**src/collector_pkg.sv**
```systemverilog
`default_nettype none

package collector_pkg;

   // data word width, fixed for this design
   localparam int WORD_W = 16;

   // total words the store holds, split over two banks
   localparam int STORE_DEPTH = 32;
   localparam int BANK_DEPTH = STORE_DEPTH / 2;

   // one data word
   typedef logic [WORD_W-1:0] word_t;

   // two words side by side, second word in the upper half
   typedef logic [2*WORD_W-1:0] pair_t;

   // address inside one bank
   typedef logic [$clog2(BANK_DEPTH)-1:0] bank_addr_t;

   // word index over the whole store
   typedef logic [$clog2(STORE_DEPTH)-1:0] word_addr_t;

   // fill count, needs to reach STORE_DEPTH itself
   typedef logic [$clog2(STORE_DEPTH+1)-1:0] count_t;

endpackage

`default_nettype wire

```
**src/stream_rr_arbiter.sv**
```systemverilog
`timescale 1ns/10ps
`default_nettype none

module stream_rr_arbiter
   import collector_pkg::*;
   (
      input  wire logic        clk_i,
      input  wire logic        reset_i,
      input  wire logic [1:0]  src_v_i,
      input  wire word_t [1:0] src_data_i,
      output logic      [1:0]  src_yumi_o,
      output logic             arb_v_o,
      output word_t            arb_data_o,
      input  wire logic        arb_yumi_i
   );

   // last source that handed a word over
   logic last_r;
   // source picked this cycle
   logic pick;
   logic any_v;
   logic take;

   assign any_v = src_v_i[0] | src_v_i[1];

   // tie goes to the source not served last,
   // otherwise whichever one is valid
   always_comb
   begin
      if (src_v_i[0] & src_v_i[1])
      begin
         pick = ~last_r;
      end
      else
      begin
         pick = src_v_i[1];
      end
   end

   assign arb_v_o    = any_v;
   assign arb_data_o = src_data_i[pick];

   // yumi back to the picked source only;
   // with nothing offered both see it, as no word can move
   assign src_yumi_o[0] = arb_yumi_i & (~pick | ~any_v);
   assign src_yumi_o[1] = arb_yumi_i & (pick | ~any_v);

   // a word left through the arbiter this cycle
   assign take = arb_v_o & arb_yumi_i;

   // pointer starts at source 1 so source 0 wins the first tie
   always_ff @(posedge clk_i)
   begin
      if (reset_i)
      begin
         last_r <= 1'b1;
      end
      else if (take)
      begin
         last_r <= pick;
      end
   end

   // two accepted ties in a row go to the two sources in turn
   a_rr_turns : assert property (
      @(posedge clk_i) disable iff (reset_i)
      (&src_v_i && arb_yumi_i) |=>
         !(&src_v_i && arb_yumi_i) || (src_yumi_o != $past(src_yumi_o))
   );

endmodule

`default_nettype wire

```
**src/two_word_buncher.sv**
```systemverilog
`timescale 1ns/10ps
`default_nettype none

module two_word_buncher
   import collector_pkg::*;
   (
      input  wire logic        clk_i,
      input  wire logic        reset_i,
      input  wire word_t       data_i,
      input  wire logic        v_i,
      output logic             yumi_o,
      output pair_t            data_o,
      output logic      [1:0]  v_o,
      input  wire logic [1:0]  ready_and_i
   );

   // the one held word and its valid flag
   word_t hold_r;
   logic  hold_v_r;
   logic  hold_v_n;
   logic  hold_en;

   // held word goes out first, new word behind it
   assign v_o[0] = hold_v_r | v_i;
   assign v_o[1] = hold_v_r & v_i;
   assign data_o = {data_i, (hold_v_r ? hold_r : data_i)};

   // take input when empty, or when at least one word leaves;
   // independent of v_i so the arbiter sees no loop
   assign yumi_o = ~hold_v_r | ready_and_i[0];

   // next state of the holding slot
   always_comb
   begin
      hold_v_n = hold_v_r;
      hold_en  = 1'b0;
      if (!hold_v_r)
      begin
         // empty: keep the incoming word unless it goes straight out
         if (v_i)
         begin
            hold_v_n = ~ready_and_i[0];
            hold_en  = ~ready_and_i[0];
         end
      end
      else if (ready_and_i[0])
      begin
         // held word leaves, new word goes too only with second ready
         if (v_i)
         begin
            hold_v_n = ~ready_and_i[1];
            hold_en  = ~ready_and_i[1];
         end
         else
         begin
            hold_v_n = 1'b0;
         end
      end
   end

   always_ff @(posedge clk_i)
   begin
      if (reset_i)
      begin
         hold_v_r <= 1'b0;
      end
      else
      begin
         hold_v_r <= hold_v_n;
      end
   end

   // payload only, flag above says when it means something
   always_ff @(posedge clk_i)
   begin
      if (hold_en)
      begin
         hold_r <= data_i;
      end
   end

   // downstream must not offer the second slot alone
   a_ready_pattern : assert property (
      @(posedge clk_i) disable iff (reset_i)
      ready_and_i[1] |-> ready_and_i[0]
   );

   // a first word left waiting is still on offer, unchanged, next cycle
   a_offer_stable : assert property (
      @(posedge clk_i) disable iff (reset_i)
      (v_o[0] && !ready_and_i[0]) |=>
         (v_o[0] && data_o[WORD_W-1:0] == $past(data_o[WORD_W-1:0]))
   );

endmodule

`default_nettype wire

```
**src/pair_store.sv**
```systemverilog
`timescale 1ns/10ps
`default_nettype none

module pair_store
   import collector_pkg::*;
   (
      input  wire logic        clk_i,
      input  wire logic        reset_i,
      input  wire logic [1:0]  v_i,
      input  wire pair_t       data_i,
      output logic      [1:0]  ready_o,
      input  wire logic        pair_mode_i,
      input  wire logic        stall_i,
      input  wire word_addr_t  rd_addr_i,
      output word_t            rd_data_o,
      output count_t           count_o,
      output logic             full_o
   );

   // even word indices live in bank 0, odd ones in bank 1
   word_t bank0_mem [BANK_DEPTH];
   word_t bank1_mem [BANK_DEPTH];

   count_t     count_r;
   logic       wr_first;
   logic       wr_second;
   logic       odd;
   logic       bank0_we;
   logic       bank1_we;
   bank_addr_t bank0_addr;
   bank_addr_t bank1_addr;
   word_t      bank0_wdata;
   word_t      bank1_wdata;
   word_t      rd_data_r;

   // room for one word, then room for a second in pair mode
   assign ready_o[0] = ~stall_i & (count_r < STORE_DEPTH);
   assign ready_o[1] = ready_o[0] & pair_mode_i & (count_r < STORE_DEPTH - 1);

   assign wr_first  = v_i[0] & ready_o[0];
   assign wr_second = wr_first & v_i[1] & ready_o[1];

   // parity of the count picks the bank of the first word
   assign odd = count_r[0];

   // first word at index count, second at count + 1
   assign bank1_addr = count_r[$bits(bank_addr_t):1];
   // bank 0 slot moves up one row when the first word went to bank 1
   assign bank0_addr = bank1_addr + bank_addr_t'(odd);

   assign bank0_we = (wr_first & ~odd) | (wr_second & odd);
   assign bank1_we = (wr_first & odd) | (wr_second & ~odd);

   // steer the halves of the pair to their banks
   assign bank0_wdata = odd ? data_i[2*WORD_W-1:WORD_W] : data_i[WORD_W-1:0];
   assign bank1_wdata = odd ? data_i[WORD_W-1:0] : data_i[2*WORD_W-1:WORD_W];

   always_ff @(posedge clk_i)
   begin
      if (bank0_we)
      begin
         bank0_mem[bank0_addr] <= bank0_wdata;
      end
      if (bank1_we)
      begin
         bank1_mem[bank1_addr] <= bank1_wdata;
      end
   end

   // fill count, store fills once per reset
   always_ff @(posedge clk_i)
   begin
      if (reset_i)
      begin
         count_r <= '0;
      end
      else
      begin
         count_r <= count_r + count_t'(wr_first) + count_t'(wr_second);
      end
   end

   // read port, one clock of latency
   always_ff @(posedge clk_i)
   begin
      if (rd_addr_i[0])
      begin
         rd_data_r <= bank1_mem[rd_addr_i[$bits(word_addr_t)-1:1]];
      end
      else
      begin
         rd_data_r <= bank0_mem[rd_addr_i[$bits(word_addr_t)-1:1]];
      end
   end

   assign rd_data_o = rd_data_r;
   assign count_o   = count_r;
   assign full_o    = (count_r == STORE_DEPTH);

   // ready pattern must keep the count inside the store
   a_count_bound : assert property (
      @(posedge clk_i) disable iff (reset_i)
      count_r <= STORE_DEPTH
   );

endmodule

`default_nettype wire

```
**src/word_collector_top.sv**
```systemverilog
`timescale 1ns/10ps
`default_nettype none

module word_collector_top
   import collector_pkg::*;
   (
      input  wire logic        clk_i,
      input  wire logic        reset_i,
      input  wire logic [1:0]  src_v_i,
      input  wire word_t [1:0] src_data_i,
      output logic      [1:0]  src_yumi_o,
      input  wire logic        pair_mode_i,
      input  wire logic        stall_i,
      input  wire word_addr_t  rd_addr_i,
      output word_t            rd_data_o,
      output count_t           count_o,
      output logic             full_o
   );

   // arbiter to buncher
   logic       arb_v;
   word_t      arb_data;
   logic       arb_yumi;

   // buncher to store
   logic [1:0] pair_v;
   pair_t      pair_data;
   logic [1:0] pair_ready;

   stream_rr_arbiter stream_rr_arbiter_inst (
      .clk_i      (clk_i),
      .reset_i    (reset_i),
      .src_v_i    (src_v_i),
      .src_data_i (src_data_i),
      .src_yumi_o (src_yumi_o),
      .arb_v_o    (arb_v),
      .arb_data_o (arb_data),
      .arb_yumi_i (arb_yumi)
   );

   two_word_buncher two_word_buncher_inst (
      .clk_i       (clk_i),
      .reset_i     (reset_i),
      .data_i      (arb_data),
      .v_i         (arb_v),
      .yumi_o      (arb_yumi),
      .data_o      (pair_data),
      .v_o         (pair_v),
      .ready_and_i (pair_ready)
   );

   pair_store pair_store_inst (
      .clk_i       (clk_i),
      .reset_i     (reset_i),
      .v_i         (pair_v),
      .data_i      (pair_data),
      .ready_o     (pair_ready),
      .pair_mode_i (pair_mode_i),
      .stall_i     (stall_i),
      .rd_addr_i   (rd_addr_i),
      .rd_data_o   (rd_data_o),
      .count_o     (count_o),
      .full_o      (full_o)
   );

endmodule

`default_nettype wire

```
**config.mk**
```make
export PLATFORM = sky130hd
export DESIGN_NAME = word_collector_top
export DESIGN_NICKNAME = d
export VERILOG_FILES = /design/src/collector_pkg.sv /design/src/stream_rr_arbiter.sv /design/src/two_word_buncher.sv /design/src/pair_store.sv /design/src/word_collector_top.sv
export SDC_FILE = /design/constraint.sdc
export NUM_CORES = 1
export LEC_CHECK = 0
export BUFFER_PORTS_ARGS = -buffer_cell sky130_fd_sc_hd__buf_2
export CAP_MARGIN = 20
export CORE_MARGIN = 4
export CORE_UTILIZATION = 30
export DETAILED_ROUTE_END_ITERATION = 12
export SYNTH_ARGS = -nofsm -noshare
export SYNTH_HDL_FRONTEND = slang
export SYNTH_HIERARCHICAL = 1
export SYNTH_SLANG_ARGS = --single-unit
```
**constraint.sdc**
```tcl
create_clock -name clk_i -period 2.6 [get_ports clk_i]
set_clock_uncertainty 0.1 [all_clocks]
set_input_delay 0.39 -clock clk_i [delete_from_list [all_inputs] [get_ports clk_i]]
set_output_delay 0.39 -clock clk_i [all_outputs]
set_load 0.005 [all_outputs]
```
==> Word-level counts from Yosys, hierarchy flattened <==
Memory sizes are Yosys's and may differ from the RTL's.
Index checks and enable logic that the tools add are counted.
{ "word_totals": {"ramBits": 512, "memories": 2, "ff_bits": 40, "in_bits": 43} }
{ "memory_table": {"columns": ["memory", "words", "width", "rd", "rd_clocked_by_memory_dff", "wr", "line_no", "rtl"], "rows": [
  ["pair_store_inst.bank0_mem", 16, 16, 1, 0, 1, "pair_store.sv:21", "word_t bank0_mem [BANK_DEPTH];"],
  ["pair_store_inst.bank1_mem", 16, 16, 1, 0, 1, "pair_store.sv:22", "word_t bank1_mem [BANK_DEPTH];"]
]} }
{ "op_classes": {"n_addsub": 3, "n_eq_ne": 1, "n_lt_le_gt_ge": 3, "n_bitwise": 30, "muxes": 17} }
{ "ops": {"columns": ["op", "n"], "rows": [
  ["16-bit 2-to-1 mux", 6],
  ["1-bit AND", 15],
  ["6-bit by 1-bit adder with 6-bit output", 2],
  ["1-bit 2-to-1 mux", 11],
  ["1-bit inverter", 8],
  ["1-bit bitwise OR", 7],
  ["6-bit == test, second input constant", 1],
  ["6-bit by 5-bit less-than comparator with 1-bit output, second input constant", 1],
  ["6-bit less-than comparator, second input constant", 1],
  ["4-bit by 1-bit adder with 4-bit output", 1],
  ["1-bit by 2-bit less-than comparator with 1-bit output, second input constant", 1]
]} }

==> Longest topological paths before layout <==
Gate-level depths: netlist of the first run.
{ "logic_depth": {"word_depth": 9, "depth_mapped": 10, "ltp_nobuf": 10} }

==> By module <==
The synthesis of the first run kept the hierarchy.
{ "by_module_without_submodules": {"columns": ["mod", "cells_each", "area_each_um2", "instances", "seq_area_each_um2"], "rows": [
  ["pair_store", 1231, 21264.1, 1, 15815.2],
  ["two_word_buncher", 60, 882.1, 1, 500.5],
  ["stream_rr_arbiter", 26, 281.5, 1, 20.0]
]} }

==> Least setup slack after synthesis of the first run <==
No wires, ideal clock.
{ "synth_path": {"path_type": "register to register", "start": "register pair_store_inst.count_r[1], in the netlist pair_store_inst/count_o[1]", "end": "memory pair_store_inst/bank1_mem[7][0] (netlist bit) (enable)", "path_stages_with_launch": 7, "t_required_ns": 2.112, "setup_ns": 0.388, "path_slack_ns": 0.123, "t_arrival_ns": 1.988, "synth_period_minus_slack_ns": 2.477, "path_cell_list": "dfxtp_1 ha_1 nand4_1 nand3_1 a21oi_1 nand3_1 nor2_1"} }
{ "synth_via": {"elab_chain_len": 9, "elab_cells_between_ends": 13, "classes_between": "2 x order compare; 2 x mux; 9 x bitwise"} }
{ "synth_rtl": {"columns": ["element", "line_no", "rtl"], "rows": [
  ["start: declaration", "pair_store.sv:24", "count_t count_r;"],
  ["start signal: assignment", "pair_store.sv:79", "count_r <= count_r + count_t'(wr_first) + count_t'(wr_second);"],
  ["6-bit less-than comparator", "pair_store.sv:37", "assign ready_o[0] = ~stall_i & (count_r < STORE_DEPTH);"],
  ["1-bit AND", "pair_store.sv:37", null],
  ["1-bit AND, on equally long branches", "pair_store.sv:40, pair_store.sv:38", null],
  ["1-bit AND, on equally long branches", "pair_store.sv:41, pair_store.sv:38", null],
  ["1-bit AND", "pair_store.sv:41", "assign wr_second = wr_first & v_i[1] & ready_o[1];"],
  ["1-bit AND", "pair_store.sv:52", "assign bank1_we = (wr_first & odd) | (wr_second & ~odd);"],
  ["1-bit bitwise OR", "pair_store.sv:52", null],
  ["1-bit 2-to-1 mux", "pair_store.sv:64", "if (bank1_we)"],
  ["1-bit 2-to-1 mux (not written as such)", "pair_store.sv:66", "bank1_mem[bank1_addr] <= bank1_wdata;"],
  ["end: declaration", "pair_store.sv:22", null]
]} }
Parallel ways exist; a longest one is shown, timed or not.

==> Worst setup path after layout of the first run <==
{ "layout_path": {"start": "register pair_store_inst.count_r[2], in the netlist pair_store_inst/count_o[2]", "end": "output full_o"} }
{ "layout_via": {"elab_chain_len": 1} }
{ "layout_rtl": {"columns": ["element", "line_no", "rtl"], "rows": [
  ["6-bit == test", "pair_store.sv:98", "assign full_o = (count_r == STORE_DEPTH);"],
  ["end: declaration", "word_collector_top.sv:17", "output logic full_o"]
]} }
No other way between the ends.

==> results.tsv, run 1 <==
metric	value	unit
outcome	finished clean	
first-pass iteration count of the detailed router	5	
die area	0.0792	mm²
Worst-path clk slew	0.06	ns
Gate power share	0.086	
cell type with the largest total area after synthesis	edfxtp_1	
layout cells sized above 1	0.212	
max incr delay on CP	0.36	ns
Distinct cells, synth	43	
top cells by area, synth	edfxtp_1 (71%), mux2i_1 (11%), mux2_2 (3.2%)	
vias in the first global route	12200	
core area	0.0736	mm²
max frequency	420	MHz
Antenna Nets Post-Route	0	
GRT Total Usage	0.132	
Cells after Synth	1317	
max-cap violations	0	
IO buf count	67	
clk sinks	552	
gr ovfl total	0	
Finish-stage setup viols	0	
top cells by count, synth	edfxtp_1 (528), mux2i_1 (256), a22oi_1 (64), mux2_2 (64)	
CTS tree	built	
Via density	4.88	
register area share after synthesis	0.728	
RD Place Congestion	0.784	
FF-to-FF Start	pair_store_inst/count_o[0]$_SDFF_PP0_	
Critical Path Source	pair_store_inst/count_o[2]$_SDFF_PP0_	
clock power share	0.376	
Crit Path Class	reg -> out	
Cell Chain, Critical Path	buf_4 -> or2_2 -> nor3_1 -> and3_1 -> buf_2	
filler cell count	6959	
Vert. Die Dim	281	µm
post-DP HPWL	34000	µm
Iter 0 DRT Violations	923	
flops & latches, synth	552	
Netlist Area Pre-Place	0.0224	mm²
Worst EP required	2.11	ns
WL/cell	21.7	µm
R2R setup slack	0.24	ns
Synth Warn #	6	
hold path startpoint	src_v_i[1]	
data arrival time of the critical path	1.89	ns
largest net degree at the start of global routing	51	
ys flop type	edfxtp_1	
DP Area	0.0246	mm²
static leakage	0.00911	µW
Crit path max-delay family	simple AND/OR/NAND/NOR gates	
initial antenna violation count	2	
post-layout min period	2.38	ns
clk_lat worst skew	0.57	ns
crit-path max FO	9	
area delta synth->final	16.9	%
Via Count	11900	
Final Cycle Share	0.916	
slowest CP cell	or2_2	
die width	281	µm
Peak VDD IR	0.000566	V
syn avg cell area	17.0	µm²
diodes inserted	0	
final hold vios	0	
post-layout instance area	0.0262	mm²
RSZ-0062 raised after global routing	false	
ys async rst share	0	
cell with the most instances after synthesis	edfxtp_1	
Slew headroom	0.587	
Max H-tree Level	2	
measured slew at the worst slew-check pin	0.614	ns
Final nets	1489	
part of the power in registers	0.538	
NetSw	4220	µW
Post-CTS Setup Inserts	0	
crit path capture type	output pin	
CTS root buffer	clkbuf_16	
class of the worst hold path	in -> reg	
Synthesized Nets	1364	
setup TNS	0	ns
Final Max Tran Viols	0	
CP startpoint kind	flop	
CTS max path bufs	3	
FP Rows	99	
Pwr Density	728	mW/mm²
TritonCTS buffer count	51	
crit path buf inv count	2	
IO Pins	68	
final wirelength	53100	µm
first-pass GRT wire length	78400	µm
internal power	14900	µW
Initial Util	0.305	
Yosys top cell area share	0.707	
sw frac	0.221	
EDFF count, synth	528	
drt drc	0	
layer usage:
metal,track usage,up-vias,wire (µm)
met5,0,-,0
met4,0.0530,0,2070
met3,0.0156,85,2220
met2,0.229,324,26600
met1,0.168,6072,22300
li1,-,5429,-
flip-flops by register name, summed over array words and instances (netlist names):
signal                          flops
pair_store_inst/count_o             6
stream_rr_arbiter_inst/last_r       1
pair_store_inst/rd_data_o          16
two_word_buncher_inst/hold_r       16
pair_store_inst/bank1_mem         256
two_word_buncher_inst/hold_v_r      1
pair_store_inst/bank0_mem         256
metrics by stage:
| stage | worst slack, ns | total power [µW] | instances | hold WS, ns | util |
|---|---|---|---|---|---|
| after global routing | 0.0717 | 19800 | 2443 | 0.0268 | 0.356 |
| final | 0.219 | 19100 | 2443 | 0.0306 | 0.356 |
| after global placement | 0.140 | 12100 | 2347 | 0.460 | 0.334 |
| after floorplan | 0.123 | 11500 | 1317 | 0.357 | - |
| after detailed placement | 0.132 | 12100 | 2347 | 0.458 | 0.334 |
| after CTS | 0.183 | 19300 | 2443 | 0.0106 | 0.356 |
power by group through the flow:
| stage | Combinational, µW | Sequential, µW | Clock [µW] |
|---|---|---|---|
| 3_3_place_gp | 1630 | 10500 | 0 |
| 6_report | 1640 | 10300 | 7170 |
| 2_1_floorplan | 1020 | 10500 | 0 |
| 4_1_cts | 1670 | 10300 | 7340 |
| 3_5_place_dp | 1660 | 10500 | 0 |
| 5_1_grt | 1770 | 10300 | 7730 |
logic make-up after synthesis:
family	synth area share
DFF	0.728
muxes	0.146
and+or+nand+nor	0.0384
AOI/OAI and AO/OA	0.0510
buffers and inverters	0.0320
adders and majority gates	0.00257
xor gates and xnor gates	0.00117
timing repair:
action,in CTS,in global routing
gates resized for setup,0,0
hold buffers,1,0
hold endpoints to repair,7,0
worst register-to-register path, cell delays in order (launching register included):
cell,delay (ns)
dfxtp_1,0.34
buf_4,0.44
inv_1,0.18
a21oi_1,0.22
buf_4,0.16
nand3_1,0.16
nor2_1,0.24
buf_12,0.20
placed cells by master, fill, tap and decap left out, types with 10 or more instances in the layout:
cell type  instances
clkbuf_16         52
buf_2             66
nor3_1            17
nand2_1           36
mux2i_1          256
a21oi_1           39
a22o_1            32
a22oi_1           64
clkinv_2          10
clkinv_1          12
edfxtp_1         528
a31oi_1           16
dfxtp_1           24
nand3_1           41
mux2_2            64
buf_4             51
nand4_1           17
nor2_1            33
clkbuf_1          13
buf_12            45
layout make-up:
class                   count  area (µm²)  share of cell area
repair buffers            164        1640              0.0625
clock inverters            30         255             0.00974
inverters                   5        18.8            0.000716
well taps                 959        1200              0.0458
multi-input cells         668        5420               0.207
clock buffers              65        1350              0.0515
flip-flops and latches    552       16300               0.623
worst paths after layout:
kind,end,cells after the start
hold reg to reg,pair_store_inst/count_o[5]$_SDFF_PP0_,2
setup reg to reg,pair_store_inst/bank1_mem[15][7]$_DFFE_PP_,7
hold / removal,stream_rr_arbiter_inst/last_r$_SDFFE_PP1P_,3
setup / recovery,full_o,5
(Power assumes the default switching activity.)
==> run 2, diff against run 1 <==
- ABC_AREA: default -> 1
==> results.tsv, run 2 <==
metric	value	unit
Cells after Synth	2106	
Iter 0 DRT Violations	1615	
diodes inserted	0	
ys flop type	edfxtp_1	
Vert. Die Dim	287	µm
die width	287	µm
crit-path max FO	16	
CTS root buffer	clkbuf_16	
max frequency	380	MHz
top cells by count, synth	nand2_1 (877), edfxtp_1 (528), nand3_1 (388)	
Peak VDD IR	0.000489	V
most used cells in the layout excluding fill and tap cells	nand2_1 (877), edfxtp_1 (528), nand3_1 (388)	
WL/cell	18.8	µm
CTS tree	built	
failing checks	negative setup slack	
most frequent CP cell	ha_1	
Via Count	15500	
max-cap violations	0	
total power	20800	µW
first-pass GRT wire length	91600	µm
Layout Cells excl Fill	3267	
Crit path max-delay family	simple AND/OR/NAND/NOR gates	
RSZ-0062 raised after global routing	true	
Crit Path Class	reg -> reg	
Worst EP required	2.74	ns
CTS max path bufs	3	
Pwr Density	771	mW/mm²
FP Rows	101	
vias in the first global route	15000	
Yosys top cell area share	0.681	
IO buf count	67	
initial antenna violation count	4	
EDFF count, synth	528	
max incr delay on CP	0.78	ns
Slew headroom	0.385	
register area share after synthesis	0.701	
cell count after placement	3155	
register area	0.0163	mm²
IO Pins	68	
Final Max Tran Viols	0	
RD Place Congestion	0.874	
Finish-stage setup viols	17	
clk sinks	552	
setup TNS	-0.469	ns
largest registers	pair_store_inst/bank0_mem x256, pair_store_inst/bank1_mem x256	
DP Area	0.0249	mm²
clk_lat worst skew	0.63	ns
post-layout instance area	0.0270	mm²
ys async rst share	0	
final wirelength	61300	µm
slowest CP cell	nor2_2	
drt drc	0	
Post-CTS Setup Inserts	0	
Distinct cells, synth	37	
Initial Util	0.305	
crit path capture type	flop	
outcome	complete, but fails checks	
Synthesized Nets	2153	
post-DP HPWL	38900	µm
largest net degree at the start of global routing	65	
filler cell count	7498	
Synth Warn #	6	
static leakage	0.0102	µW
Max H-tree Level	2	
Cell Chain, Critical Path	ha_1 -> ha_1 -> xnor2_1 -> nand2_1 -> nor2_2	
die area	0.0822	mm²
multi-input combinational cell area	0.00602	mm²
area delta synth->final	16.1	%
CP startpoint kind	flop	
gr ovfl total	0	
Antenna Nets Post-Route	0	
Final Cycle Share	1.01	
top cells by area, synth	edfxtp_1 (68%), nand2_1 (14%), nand3_1 (8.3%)	
cell with the most instances after synthesis	nand2_1	
Final nets	2237	
TritonCTS buffer count	58	
first-pass iteration count of the detailed router	5	
final hold vios	0	
crit path buf inv count	0	
core area	0.0765	mm²
measured slew at the worst slew-check pin	0.922	ns
layout cells sized above 1	0.133	
flops & latches, synth	552	
data arrival time of the critical path	2.77	ns
GRT Total Usage	0.146	
Via density	4.73	
class of the worst hold path	in -> reg	
syn avg cell area	11.1	µm²
Netlist Area Pre-Place	0.0233	mm²
Worst-path clk slew	0.06	ns
cell type with the largest total area after synthesis	edfxtp_1	
post-layout min period	2.63	ns
final setup margin	-0.0329	ns
commonest non-fill, non-tap cell in the layout	nand2_1	
-- run 2: cell count changes after synthesis, moves of 14 or more --
| cell | previous run | this run |
|---|---|---|
| nand3_1 | 41 | 388 |
| a22o_1 | 32 | 0 |
| a31oi_1 | 16 | 0 |
| o21ai_0 | 3 | 35 |
| buf_2 | 26 | 48 |
| nor3_1 | 17 | 3 |
| a22oi_1 | 64 | 0 |
| inv_1 | 5 | 38 |
| nand2_1 | 36 | 877 |
| a21oi_1 | 39 | 3 |
| nand4_1 | 17 | 1 |
| mux2i_1 | 256 | 0 |
| mux2_2 | 64 | 0 |
-- run 2: cell families (layout without fill, tap and decap cells) --
| logic type | after synthesis | in the layout | synth area share |
|---|---|---|---|
| fa+ha+maj | 4 | 4 | 0.00247 |
| flops | 552 | 552 | 0.701 |
| simple gates | 1326 | 1326 | 0.237 |
| compound gates | 43 | 43 | 0.0100 |
| buf+inv | 180 | 311 | 0.0485 |
| xor+xnor | 1 | 1 | 0.000376 |
-- run 2: path summary, 6_finish.rpt --
path,startpoint,to,slack (ns),cells past startpoint
worst max-delay path,pair_store_inst/count_o[0]$_SDFF_PP0_,pair_store_inst/bank0_mem[0][9]$_DFFE_PP_,-0.03,5
worst min-delay path,src_data_i[20],two_word_buncher_inst/hold_r[4]$_DFFE_PP_,0.04,3
worst min register to register,stream_rr_arbiter_inst/last_r$_SDFFE_PP1P_,stream_rr_arbiter_inst/last_r$_SDFFE_PP1P_,0.38,2
worst max register to register,pair_store_inst/count_o[0]$_SDFF_PP0_,pair_store_inst/bank0_mem[0][9]$_DFFE_PP_,-0.03,5
-- run 2: where the power goes --
group          internal, µW  switching (µW)
logic                   546            1690
registers             10300            39.3
clock network          4870            3410
-- run 2: final cells by class --
cell class | instances | area share
Clock buffer | 74 | 0.0596
Clock inverter | 33 | 0.0120
Inverter | 43 | 0.00643
Multi-Input combinational cell | 1374 | 0.223
Sequential cell | 552 | 0.604
Tap cell | 1030 | 0.0476
Timing Repair Buffer | 161 | 0.0476
-- run 2: metrics by stage --
stage | setup slack (ns) | util | hold WS [ns]
floorplan | -0.191 | - | 0.349
global placement | -0.116 | 0.326 | 0.364
detailed placement | -0.149 | 0.326 | 0.378
CTS | -0.0687 | 0.353 | 0.000639
global route | -0.191 | 0.354 | 0.0453
finish | -0.0329 | 0.354 | 0.0377
-- run 2: metal layers --
| metal | up-vias | part of all wire | GRT usage |
|---|---|---|---|
| li1 | 7368 | - | - |
| met1 | 7393 | 0.44 | 0.202 |
| met2 | 585 | 0.45 | 0.230 |
| met3 | 114 | 0.081 | 0.0309 |
| met4 | 2 | 0.031 | 0.0507 |
| met5 | - | 0.00021 | 0 |
-- run 2: worst register-to-register path: stages (launching register included) --
cell and delay, ns:
dfxtp_1 0.32, ha_1 0.23, ha_1 0.20, xnor2_1 0.33, nand2_1 0.28, nor2_2 0.78
-- run 2: repair_timing --
action | in CTS | in global routing
hold buffers | 4 | 0
endpoints found under the setup margin | 129 | 321
gates resized for setup | 5 | 17
hold endpoints to repair | 10 | 0
==> run 3, diff against run 2 <==
- CELL_PAD_IN_SITES_DETAIL_PLACEMENT: default -> 2
- CELL_PAD_IN_SITES_GLOBAL_PLACEMENT: default -> 2
- PLACE_DENSITY_LB_ADDON: default -> 0.1
==> results.tsv, run 3 (synthesis gave the netlist of run 2 again) <==
metric	value	unit
filler cell count	8071	
RSZ-0062 raised after global routing	true	
gr ovfl total	0	
Initial Util	0.305	
IO Pins	68	
Iter 0 DRT Violations	899	
Max H-tree Level	3	
final hold vios	0	
Slew headroom	0.324	
data arrival time of the critical path	2.73	ns
class of the worst hold path	in -> reg	
initial antenna violation count	3	
Final nets	2264	
largest registers	pair_store_inst/bank0_mem x256, pair_store_inst/bank1_mem x256	
Final Cycle Share	1.01	
Reg2Reg Depth	6	
FP Rows	101	
Worst Hold Endpoint	two_word_buncher_inst/hold_r[15]$_DFFE_PP_	
FF-to-FF End	pair_store_inst/bank1_mem[5][6]$_DFFE_PP_	
clk sinks	552	
CP startpoint kind	flop	
vias in the first global route	17400	
core area	0.0765	mm²
CTS root buffer	clkbuf_16	
largest net degree at the start of global routing	73	
WL/cell	23.2	µm
area delta synth->final	17.8	%
Final Max Tran Viols	0	
final wirelength	76500	µm
Pwr Density	793	mW/mm²
Vert. Die Dim	287	µm
first-pass GRT wire length	115000	µm
Worst-path clk slew	0.05	ns
pre-CTS WS	-0.236	ns
Worst EP required	2.71	ns
crit-path max FO	16	
max-cap violations	0	
clk_lat worst skew	0.61	ns
R2R setup slack	-0.02	ns
Post-CTS Setup Inserts	0	
TritonCTS buffer count	67	
Via density	4.84	
post-layout min period	2.62	ns
layout cells sized above 1	0.142	
Via Count	16000	
FF-to-FF Start	pair_store_inst/count_o[0]$_SDFF_PP0_	
IO buf count	67	
RD Place Congestion	0.766	
Antenna Nets Post-Route	0	
outcome	complete, but fails checks	
max frequency	382	MHz
diodes inserted	0	
DP Area	0.0252	mm²
GRT Total Usage	0.187	
commonest non-fill, non-tap cell in the layout	nand2_1	
die area	0.0822	mm²
failing checks	negative setup slack	
crit path capture type	flop	
measured slew at the worst slew-check pin	1.01	ns
first-pass iteration count of the detailed router	5	
static leakage	0.0104	µW
CTS tree	built	
Peak VDD IR	0.000384	V
hold path startpoint	src_data_i[31]	
WHS Path Cells	3	
Finish-stage setup viols	10	
final setup margin	-0.0192	ns
CTS max path bufs	3	
drt drc	0	
post-DP HPWL	50600	µm
Crit Path Class	reg -> reg	
die width	287	µm
post-layout instance area	0.0274	mm²
most used cells in the layout excluding fill and tap cells	nand2_1 (877), edfxtp_1 (528), nand3_1 (388)	
-- run 3: cell types whose count changed in the layout (fill, tap and decap cells not counted), moves of 3 or more --
cell,previous run,this run
buf_12,18,27
o21ai_1,2,21
buf_4,72,85
clkinvlp_4,6,1
clkbuf_8,10,2
clkbuf_1,6,15
clkbuf_16,58,69
dlygate4sd3_1,4,1
nor2_2,11,16
nor2_4,21,17
o21ai_0,33,14
clkinv_2,6,12
-- run 3: final cells by class --
class,count,area (µm²),area share
flip-flops and latches,552,16300,0.595
multi-input cells,1374,6000,0.219
clock buffers,85,1800,0.0655
repair buffers,179,1540,0.0560
well taps,1030,1290,0.0470
clock inverters,35,300,0.0109
inverters,43,176,0.00643
-- run 3: repair_timing --
item | in CTS | in global routing
pin swaps | 0 | 0
hold buffers | 1 | 0
setup endpoints to repair | 110 | 193
endpoints found under the hold margin | 6 | 0
gates resized for setup | 7 | 11
-- run 3: critical path, cell delays in order, from the launching register on --
cell	delay, ns
dfxtp_1	0.31
ha_1	0.24
nand4_1	0.14
nand4_2	0.20
o21ai_2	0.21
nand2_1	0.21
nor2_2	0.81
-- run 3: per-stage QoR --
step / hold slack (ns) / total power, µW / setup TNS (ns) / utilization / cells
after global routing: 0.0594 / 22700 / -5.30 / 0.359 / 3298
after floorplan: 0.349 / 11700 / -6.10 / - / 2106
after detailed placement: 0.398 / 13000 / -48.92 / 0.330 / 3176
after CTS: 0.0232 / 22100 / -2.19 / 0.358 / 3297
after global placement: 0.362 / 12900 / -35.48 / 0.330 / 3176
final: 0.0397 / 21800 / -0.134 / 0.359 / 3298
-- run 3: worst max path at each step --
stage	slack [ns]	from	end
global placement	-0.18	src_v_i[1]	pair_store_inst/bank1_mem[11][3]$_DFFE_PP_
CTS	-0.05	pair_store_inst/count_o[0]$_SDFF_PP0_	pair_store_inst/bank1_mem[4][14]$_DFFE_PP_
floorplan	-0.19	src_v_i[1]	pair_store_inst/bank1_mem[8][0]$_DFFE_PP_
global route	-0.19	pair_store_inst/count_o[1]$_SDFF_PP0_	pair_store_inst/bank1_mem[5][6]$_DFFE_PP_
detailed placement	-0.24	src_v_i[0]	pair_store_inst/bank1_mem[7][8]$_DFFE_PP_
finish	-0.02	pair_store_inst/count_o[0]$_SDFF_PP0_	pair_store_inst/bank1_mem[5][6]$_DFFE_PP_
-- run 3: where the power goes --
| group | total [µW] | switching, µW | internal [µW] |
|---|---|---|---|
| Sequential | 10300 | 43.0 | 10300 |
| Combinational | 2400 | 1790 | 609 |
| Clock | 9020 | 3710 | 5300 |
| Total | 21800 | 5550 | 16200 |
-- run 3: routing by layer --
layer,global-route usage,share of wire,vias to the layer above
li1,-,-,7420
met1,0.262,0.48,8190
met2,0.307,0.47,252
met3,0.0284,0.033,100
met4,0.0445,0.021,0
met5,0,0,-
